File: config.mk
export PLATFORM = sky130hd
export DESIGN_NAME = tcdm_interconnect
export DESIGN_NICKNAME = d
export VERILOG_FILES = /design/src/hdl/tcdm_pkg.sv /design/src/hdl/tcdm_addr_decode.sv /design/src/hdl/tcdm_bank_arbiter.sv /design/src/hdl/tcdm_interconnect.sv /design/src/hdl/tcdm_resp_route.sv
export SDC_FILE = /design/constraint.sdc
export NUM_CORES = 1
export LEC_CHECK = 0
export BUFFER_PORTS_ARGS = -buffer_cell sky130_fd_sc_hd__buf_2
export CAP_MARGIN = 10
export CORE_AREA = 2 2 396 398
export DETAILED_ROUTE_END_ITERATION = 8
export DIE_AREA = 0 0 398 400
export GPL_TIMING_DRIVEN = 1
export PLACE_DENSITY = 0.3
export SETUP_SLACK_MARGIN = 0.5
export SYNTH_ARGS = -nofsm -noshare
export SYNTH_HDL_FRONTEND = slang
export SYNTH_SLANG_ARGS = --single-unit
File: constraint.sdc
create_clock -name clk_i -period 5.49 [get_ports clk_i]
set_input_delay 0.549 -clock clk_i [delete_from_list [all_inputs] [get_ports clk_i]]
set_output_delay 0.549 -clock clk_i [all_outputs]
set_load 0.01 [all_outputs]
File: src/hdl/tcdm_pkg.sv
// tcdm interconnect shared definitions
// sizes, word/address types and request structs used by
// the decode, arbitration and response stages

package tcdm_pkg;

  ////////////////////////////////////////////////////////////////////////////
  // sizes
  ////////////////////////////////////////////////////////////////////////////

  localparam int unsigned NumMaster   = 4;
  localparam int unsigned NumBanks    = 8;
  localparam int unsigned DataWidth   = 32;
  localparam int unsigned MemAddrBits = 6;
  // byte offset inside a word
  localparam int unsigned AddrWordOff = 2;

  // derived widths
  localparam int unsigned AddrWidth  = 32;
  localparam int unsigned StrbWidth  = DataWidth / 8;
  localparam int unsigned BankBits   = $clog2(NumBanks);
  localparam int unsigned MasterBits = $clog2(NumMaster);
  // row field sits right above the bank field
  localparam int unsigned RowOff     = AddrWordOff + BankBits;

  ////////////////////////////////////////////////////////////////////////////
  // vector types
  ////////////////////////////////////////////////////////////////////////////

  typedef logic [AddrWidth-1:0]   addr_t;
  typedef logic [DataWidth-1:0]   data_t;
  typedef logic [StrbWidth-1:0]   strb_t;
  typedef logic [BankBits-1:0]    bank_idx_t;
  typedef logic [MemAddrBits-1:0] row_t;
  typedef logic [MasterBits-1:0]  master_idx_t;

  // request as presented by a core port
  typedef struct packed {
    addr_t addr;
    logic  wen;
    data_t wdata;
    strb_t be;
  } master_req_t;

  // request as seen by one bank
  typedef struct packed {
    row_t  row;
    logic  wen;
    data_t wdata;
    strb_t be;
  } bank_req_t;

  // port request after address split
  typedef struct packed {
    bank_idx_t bank;
    row_t      row;
    logic      wen;
    data_t     wdata;
    strb_t     be;
  } dec_req_t;

endpackage

File: src/hdl/tcdm_addr_decode.sv
// tcdm address decode
// splits each port byte address into bank index and row
// (word interleaved) and builds the port-to-bank request matrix

`timescale 1ns/1ps

module tcdm_addr_decode (
  // port side
  input  logic [tcdm_pkg::NumMaster-1:0]                          req_i,
  input  tcdm_pkg::master_req_t [tcdm_pkg::NumMaster-1:0]         preq_i,
  // decoded requests
  output tcdm_pkg::dec_req_t [tcdm_pkg::NumMaster-1:0]            dreq_o,
  output logic [tcdm_pkg::NumMaster-1:0][tcdm_pkg::NumBanks-1:0]  bank_req_o
);

  ////////////////////////////////////////////////////////////////////////////
  // address split
  ////////////////////////////////////////////////////////////////////////////

  // addr layout, lsb first:
  //   byte offset | bank | row | unused
  // consecutive words land in consecutive banks

  always_comb begin : p_decode
    for (int m = 0; m < tcdm_pkg::NumMaster; m++) begin
      // bank field just above byte offset
      dreq_o[m].bank  = preq_i[m].addr[tcdm_pkg::AddrWordOff +: tcdm_pkg::BankBits];
      // row field above bank
      dreq_o[m].row   = preq_i[m].addr[tcdm_pkg::RowOff +: tcdm_pkg::MemAddrBits];
      // payload passes unchanged
      dreq_o[m].wen   = preq_i[m].wen;
      dreq_o[m].wdata = preq_i[m].wdata;
      dreq_o[m].be    = preq_i[m].be;

      // one bank bit per requesting port
      bank_req_o[m] = '0;
      if (req_i[m]) begin
        bank_req_o[m][dreq_o[m].bank] = 1'b1;
      end
    end
  end

  ////////////////////////////////////////////////////////////////////////////
  // checks
  ////////////////////////////////////////////////////////////////////////////

  // row of the matrix must be one-hot for a request, zero otherwise
  for (genvar m = 0; m < tcdm_pkg::NumMaster; m++) begin : g_chk
    always_comb begin : p_onehot
      assert final ($onehot0(bank_req_o[m]) && ((|bank_req_o[m]) == req_i[m]))
        else $error("port %0d: bank request not one-hot (%b)", m, bank_req_o[m]);
    end
  end

endmodule

File: src/hdl/tcdm_bank_arbiter.sv
// tcdm bank arbiter
// one round-robin arbiter per bank; picks a winner among
// the ports targeting the bank, drives the bank request and
// returns the combinational port grants plus winner index

`timescale 1ns/1ps

module tcdm_bank_arbiter (
  input  logic                                                    clk_i,
  input  logic                                                    rst_ni,
  // decoded port requests
  input  tcdm_pkg::dec_req_t [tcdm_pkg::NumMaster-1:0]            dreq_i,
  input  logic [tcdm_pkg::NumMaster-1:0][tcdm_pkg::NumBanks-1:0]  bank_req_i,
  // bank side
  output logic [tcdm_pkg::NumBanks-1:0]                           cs_o,
  output tcdm_pkg::bank_req_t [tcdm_pkg::NumBanks-1:0]            breq_o,
  // port grants
  output logic [tcdm_pkg::NumMaster-1:0]                          gnt_o,
  // winner per bank, to the response stage
  output tcdm_pkg::master_idx_t [tcdm_pkg::NumBanks-1:0]          win_idx_o
);

  // round-robin pointer per bank, highest priority port
  tcdm_pkg::master_idx_t [tcdm_pkg::NumBanks-1:0] rr_ptr_q;
  // grant matrix, bank x port
  logic [tcdm_pkg::NumBanks-1:0][tcdm_pkg::NumMaster-1:0] gnt_mat;

  ////////////////////////////////////////////////////////////////////////////
  // arbitration
  ////////////////////////////////////////////////////////////////////////////

  always_comb begin : p_arb
    tcdm_pkg::master_idx_t cand;
    cand = '0;
    for (int b = 0; b < tcdm_pkg::NumBanks; b++) begin
      cs_o[b]      = 1'b0;
      win_idx_o[b] = rr_ptr_q[b];
      gnt_mat[b]   = '0;
      // scan upward from pointer, wraps via index width
      for (int k = 0; k < tcdm_pkg::NumMaster; k++) begin
        cand = rr_ptr_q[b] + tcdm_pkg::master_idx_t'(k);
        if (!cs_o[b] && bank_req_i[cand][b]) begin
          cs_o[b]      = 1'b1;
          win_idx_o[b] = cand;
        end
      end
      if (cs_o[b]) begin
        gnt_mat[b][win_idx_o[b]] = 1'b1;
      end
      // forward winner payload; don't care while cs is low
      breq_o[b].row   = dreq_i[win_idx_o[b]].row;
      breq_o[b].wen   = dreq_i[win_idx_o[b]].wen;
      breq_o[b].wdata = dreq_i[win_idx_o[b]].wdata;
      breq_o[b].be    = dreq_i[win_idx_o[b]].be;
    end
  end

  // port granted if any bank chose it
  always_comb begin : p_gnt
    for (int m = 0; m < tcdm_pkg::NumMaster; m++) begin
      gnt_o[m] = 1'b0;
      for (int b = 0; b < tcdm_pkg::NumBanks; b++) begin
        gnt_o[m] = gnt_o[m] | gnt_mat[b][m];
      end
    end
  end

  ////////////////////////////////////////////////////////////////////////////
  // pointer update
  ////////////////////////////////////////////////////////////////////////////

  // after a grant the port next to the winner gets priority
  always_ff @(posedge clk_i or negedge rst_ni) begin : p_ptr
    if (!rst_ni) begin
      rr_ptr_q <= '0;
    end else begin
      for (int b = 0; b < tcdm_pkg::NumBanks; b++) begin
        if (cs_o[b]) begin
          rr_ptr_q[b] <= tcdm_pkg::master_idx_t'(win_idx_o[b] + 1'b1);
        end
      end
    end
  end

  ////////////////////////////////////////////////////////////////////////////
  // checks
  ////////////////////////////////////////////////////////////////////////////

  for (genvar m = 0; m < tcdm_pkg::NumMaster; m++) begin : g_chk
    logic [tcdm_pkg::NumBanks-1:0] gnt_col;

    for (genvar b = 0; b < tcdm_pkg::NumBanks; b++) begin : g_col
      assign gnt_col[b] = gnt_mat[b][m];
    end

    // grant only for the bank the decoder selected
    gnt_has_req : assert property (
      @(posedge clk_i) disable iff (!rst_ni)
      gnt_o[m] |-> bank_req_i[m][dreq_i[m].bank])
      else $error("port %0d granted without matching request", m);

    // a port is never served by two banks at once
    gnt_one_bank : assert property (
      @(posedge clk_i) disable iff (!rst_ni)
      $onehot0(gnt_col))
      else $error("port %0d granted by several banks (%b)", m, gnt_col);
  end

endmodule

File: src/hdl/tcdm_interconnect.sv
// tcdm interconnect top
// connects the core ports to word-interleaved single-cycle banks:
// address decode, per-bank round-robin arbitration with same-cycle
// grant, and response routing with read data one cycle later

`timescale 1ns/1ps

module tcdm_interconnect (
  input  logic                                            clk_i,
  input  logic                                            rst_ni,

  ////////////////////////////////////////////////////////////////////////////
  // port side
  ////////////////////////////////////////////////////////////////////////////

  // request strobe, held until gnt_o
  input  logic [tcdm_pkg::NumMaster-1:0]                  req_i,
  input  tcdm_pkg::master_req_t [tcdm_pkg::NumMaster-1:0] preq_i,
  // same-cycle grant
  output logic [tcdm_pkg::NumMaster-1:0]                  gnt_o,
  // response one cycle after grant, reads and writes
  output logic [tcdm_pkg::NumMaster-1:0]                  vld_o,
  output tcdm_pkg::data_t [tcdm_pkg::NumMaster-1:0]       rdata_o,

  ////////////////////////////////////////////////////////////////////////////
  // bank side
  ////////////////////////////////////////////////////////////////////////////

  // banks always accept, no bank grant
  output logic [tcdm_pkg::NumBanks-1:0]                   cs_o,
  output tcdm_pkg::bank_req_t [tcdm_pkg::NumBanks-1:0]    breq_o,
  input  tcdm_pkg::data_t [tcdm_pkg::NumBanks-1:0]        rdata_i
);

  // decoded requests
  tcdm_pkg::dec_req_t [tcdm_pkg::NumMaster-1:0]           dreq;
  // port-to-bank request matrix
  logic [tcdm_pkg::NumMaster-1:0][tcdm_pkg::NumBanks-1:0] bank_req;
  // winning port per bank
  tcdm_pkg::master_idx_t [tcdm_pkg::NumBanks-1:0]         win_idx;

  // bank and row split
  tcdm_addr_decode i_decode (
    .req_i      ( req_i    ),
    .preq_i     ( preq_i   ),
    .dreq_o     ( dreq     ),
    .bank_req_o ( bank_req )
  );

  // per-bank round robin, combinational grant
  tcdm_bank_arbiter i_arbiter (
    .clk_i      ( clk_i    ),
    .rst_ni     ( rst_ni   ),
    .dreq_i     ( dreq     ),
    .bank_req_i ( bank_req ),
    .cs_o       ( cs_o     ),
    .breq_o     ( breq_o   ),
    .gnt_o      ( gnt_o    ),
    .win_idx_o  ( win_idx  )
  );

  // one cycle later, data back to the winner
  tcdm_resp_route i_resp (
    .clk_i      ( clk_i    ),
    .rst_ni     ( rst_ni   ),
    .cs_i       ( cs_o     ),
    .win_idx_i  ( win_idx  ),
    .rdata_i    ( rdata_i  ),
    .vld_o      ( vld_o    ),
    .rdata_o    ( rdata_o  )
  );

endmodule

File: src/hdl/tcdm_resp_route.sv
// tcdm response routing
// registers per bank whether it was accessed and by which port,
// then raises the port valid and steers the bank read data back
// one cycle after the grant

`timescale 1ns/1ps

module tcdm_resp_route (
  input  logic                                            clk_i,
  input  logic                                            rst_ni,
  // from arbiter
  input  logic [tcdm_pkg::NumBanks-1:0]                   cs_i,
  input  tcdm_pkg::master_idx_t [tcdm_pkg::NumBanks-1:0]  win_idx_i,
  // bank read data, valid the cycle after cs
  input  tcdm_pkg::data_t [tcdm_pkg::NumBanks-1:0]        rdata_i,
  // port responses
  output logic [tcdm_pkg::NumMaster-1:0]                  vld_o,
  output tcdm_pkg::data_t [tcdm_pkg::NumMaster-1:0]       rdata_o
);

  logic [tcdm_pkg::NumBanks-1:0]                          cs_q;
  tcdm_pkg::master_idx_t [tcdm_pkg::NumBanks-1:0]         win_q;
  // port x bank, which bank answers which port
  logic [tcdm_pkg::NumMaster-1:0][tcdm_pkg::NumBanks-1:0] hit;

  ////////////////////////////////////////////////////////////////////////////
  // access record
  ////////////////////////////////////////////////////////////////////////////

  always_ff @(posedge clk_i or negedge rst_ni) begin : p_cs
    if (!rst_ni) begin
      cs_q <= '0;
    end else begin
      cs_q <= cs_i;
    end
  end

  // winner index only matters when cs_q is set
  always_ff @(posedge clk_i) begin : p_win
    win_q <= win_idx_i;
  end

  ////////////////////////////////////////////////////////////////////////////
  // steering
  ////////////////////////////////////////////////////////////////////////////

  always_comb begin : p_route
    for (int m = 0; m < tcdm_pkg::NumMaster; m++) begin
      vld_o[m]   = 1'b0;
      rdata_o[m] = '0;
      for (int b = 0; b < tcdm_pkg::NumBanks; b++) begin
        hit[m][b] = cs_q[b] && (win_q[b] == tcdm_pkg::master_idx_t'(m));
        if (hit[m][b]) begin
          vld_o[m]   = 1'b1;
          rdata_o[m] = rdata_i[b];
        end
      end
    end
  end

  ////////////////////////////////////////////////////////////////////////////
  // checks
  ////////////////////////////////////////////////////////////////////////////

  // at most one bank answers a port per cycle
  for (genvar m = 0; m < tcdm_pkg::NumMaster; m++) begin : g_chk
    resp_unique : assert property (
      @(posedge clk_i) disable iff (!rst_ni)
      $onehot0(hit[m]))
      else $error("port %0d: responses from several banks (%b)", m, hit[m]);
  end

endmodule

==> summary.txt <==
Power
  – Logic gate share of total power: 0.932
  – Switching share of power: 0.5967
  – Sequential share of power: 0.046
  – Power Density: 472.8 mW/mm²
  – Worst vdd ir: 0.0002950 V
  – Internal: 5.422 mW
  – Pleak: 13.04 nW
  – Total chip power: 13.44 mW
  – Clock share of power: 0.023
  – Switch Pwr: 8.022 mW

Clocking
  – Number of buffers created by CTS: 5
  – H-tree depth: 2
  – Reg clk slew, reported paths: 0.06 ns
  – Clock root cell: clkbuf_16
  – CTS tree: yes
  – Clock sinks: 40
  – Post-CTS Hold Buffers: 0
  – Post-CTS sizing: 0
  – Clock Latency Late Sink: 0.29 ns
  – Number of setup buffers added after CTS: 0
  – CTS Buffer Depth: 2

Floorplanning
  – Io pins: 1026
  – Initial core utilization: 0.1382
  – Chip height: 400 µm
  – Die X: 398 µm
  – # rows: 145
  – Area of the core: 0.1551 mm²
  – Die ar.: 0.1592 mm²

Yosys
  – Mapped Cells: 2729
  – Flops & latches, synth: 40
  – Post-synth EDFFs: 0
  – Mean post-synth cell area: 7.857 µm²
  – Mapped cell area: 0.02144 mm²
  – Ys async rst share: 0.6000
  – Yosys warnings: 0
  – Top FF cell, synth: dfrtp_1
  – Mapped Nets: 3291
  – Synth unique cells: 69
  – Sequential-to-total area share from yosys stat: 0.04295

Global routing
  – Vias in the first global route: 27290
  – Remaining Overflow, GRT: 0
  – Largest net degree at the start of global routing: 90
  – Initial antenna violation count: 52
  – Overall Global Routing Usage: 0.2066
  – Global-route wire length before repair: 233900 µm

Placement
  – Gpl congestion: 0.8293
  – Post-DP HPWL: 129500 µm
  – Placed Area: 0.02821 mm²
  – Place WS: 1.283 ns
  – Port bufs: 933

Drt
  – Remaining antenna violation count: 0
  – Wirelength, routed: 175300 µm
  – Residual DRC: 0
  – WL per Instance: 31.50 µm
  – Vias per cell: 4.949
  – DR vias: 27550
  – DR iter-0 viols: 2091
  – Initial DRT Pass Iterations: 5

Critical path
  – CP max FO: 12
  – Most Frequent Cell on Critical Path: buf_2
  – Critical Path AT: 3.59 ns
  – Startpoint types: input pin
  – CP Cell Sequence: buf_2 > nand4b_1 > nand2b_1 > o221a_2 > a21oi_4 > inv_1 > ha_1 > a221o_1 > a221oi_1 > o211ai_1 > buf_2
  – CP peak stage delay: 0.66 ns
  – CP required: 4.94 ns
  – Critical Path Slowest Stage Cell: a21oi_4
  – Sum of buffers and inverters on the critical path: 3
  – Setup CP Type: in2out
  – Setup crit end kind: output port
  – CP delay by family, top: compound AO/OA/AOI/OAI gates

Timing
  – Setup ws final: 1.350 ns
  – Max Freq: 0.2415 GHz
  – Measured slew at the worst slew-check pin: 1.121 ns
  – Clock Skew: 0.005359 ns
  – Unrepaired setup endpoints after global routing: no
  – Tcrit/Tclk final: 0.7541
  – Slew margin rel.: 0.2526
  – Tmin final: 4.140 ns
  – Fin. Hold Viols: 0
  – Final setup violation count: 0
  – Final Max Slew Viols: 0
  – Final TNS setup: 0 ns

Final layout
  – Fin nets: 4034
  – Post-layout instance area: 0.02844 mm²
  – Syn-to-layout area delta: 32.62%
  – Layout cell share with drive strength beyond 1: 0.3392

Status
  – Run status: complete, no violations

Flow run
  – Max Cap Viol: 0

Worst hold path
  – Min-Delay Path Class: in2async
==> per-stage QoR <==
stage | hold WS [ns] | util | instances
finish | 0.2949 | 0.1833 | 5566
CTS | 0.3342 | 0.1828 | 5531
global route | 0.3329 | 0.1831 | 5555
global placement | 0.5777 | 0.1819 | 5523
detailed placement | 0.5931 | 0.1819 | 5523
floorplan | 0.2534 | - | 2729
==> cell families after synthesis <==
group | after synthesis | synth area share
AOI/OAI and AO/OA | 908 | 0.2715
xor gates and xnor gates | 2 | 0.0008171
adders and majority gates | 24 | 0.01400
buffers and inverters | 305 | 0.07265
DFF | 40 | 0.04295
muxes | 929 | 0.4856
and+or+nand+nor | 521 | 0.1126
==> power groups by stage <==
stage / combinational, mW / sequential [mW] / clock, mW
2_1_floorplan: 7.35 / 0.531 / 0
3_3_place_gp: 12.6 / 0.620 / 0
3_5_place_dp: 12.6 / 0.621 / 0
4_1_cts: 12.7 / 0.616 / 0.315
5_1_grt: 13.4 / 0.645 / 0.326
6_report: 12.5 / 0.618 / 0.303
==> layout by cell type (no fill, tap or decap), types with 35 or more instances in the layout <==
cell type and instances:
mux4_2 78, buf_2 933, mux2i_1 838, nor2_1 164, a21oi_1 147, a221oi_1 121, diode_2 35, o21a_1 63
o21ai_0 364, buf_4 78, a22o_1 63, nand2_1 227, a211oi_1 60
==> metal layers <==
metal,track usage,vias to the layer above,part of all wire,routed length [µm]
li1,-,12130,-,-
met1,0.2461,13800,0.40,70300
met2,0.3568,1323,0.48,84950
met3,0.05510,284,0.080,14080
met4,0.06947,10,0.034,5935
met5,0,-,0.00037,64
==> registers in the layout, indices dropped and copies added (netlist names) <==
signal	flops
i_arbiter.rr_ptr_q	16
i_resp.cs_q	8
i_resp.win_q	16
==> final timing paths <==
| path | start | endpoint | slack, ns | cells after the start |
|---|---|---|---|---|
| setup / recovery | preq_i[178] | gnt_o[1] | 1.35 | 11 |
| hold / removal | rst_ni | i_arbiter.rr_ptr_q[14] | 0.29 | 1 |
| setup reg to reg | i_arbiter.rr_ptr_q[10] | i_arbiter.rr_ptr_q[11] | 2.94 | 5 |
| hold reg to reg | i_arbiter.rr_ptr_q[6] | i_arbiter.rr_ptr_q[6] | 0.60 | 1 |
| max in group asynchronous | rst_ni | i_resp.cs_q[6] | 4.72 | 1 |
| min in group clk_i | i_arbiter.rr_ptr_q[6] | i_arbiter.rr_ptr_q[6] | 0.60 | 1 |
==> cells in the mapped netlist (7+ instances only) <==
| master | count | share of area |
|---|---|---|
| nand3_1 | 17 | 0.0040 |
| ha_1 | 24 | 0.014 |
| nand4_1 | 13 | 0.0038 |
| nor2_1 | 173 | 0.030 |
| clkbuf_1 | 156 | 0.027 |
| a221oi_1 | 122 | 0.050 |
| o21ai_0 | 364 | 0.085 |
| mux2i_1 | 838 | 0.39 |
| o22ai_1 | 11 | 0.0032 |
| and3b_1 | 7 | 0.0029 |
| buf_2 | 65 | 0.015 |
| nand3b_1 | 11 | 0.0039 |
| mux4_2 | 78 | 0.082 |
| o21ai_1 | 20 | 0.0047 |
| nand4b_1 | 12 | 0.0049 |
| a211oi_1 | 60 | 0.021 |
| a22o_1 | 63 | 0.026 |
| o21a_1 | 63 | 0.022 |
| buf_4 | 27 | 0.0095 |
| nor3b_1 | 11 | 0.0039 |
| dfrtp_1 | 24 | 0.028 |
| buf_6 | 27 | 0.014 |
| mux4_1 | 8 | 0.0098 |
| inv_1 | 19 | 0.0033 |
| nand2_1 | 227 | 0.040 |
| a21oi_1 | 147 | 0.034 |
| o221ai_1 | 11 | 0.0045 |
| a221o_1 | 11 | 0.0051 |
| dfxtp_1 | 16 | 0.015 |
==> area by class of cell <==
| cell class | instances | area (µm²) |
|---|---|---|
| Fill cell | 17790 | 126700 |
| Clock inverter | 2 | 11.26 |
| Antenna cell | 35 | 87.58 |
| Clock buffer | 6 | 128.9 |
| Multi-Input combinational cell | 2384 | 19220 |
| Timing Repair Buffer | 1018 | 5395 |
| Sequential cell | 40 | 920.9 |
| Inverter | 23 | 100.1 |
| Tap cell | 2058 | 2575 |
No activity file was read; power rests on OpenSTA's default activity.
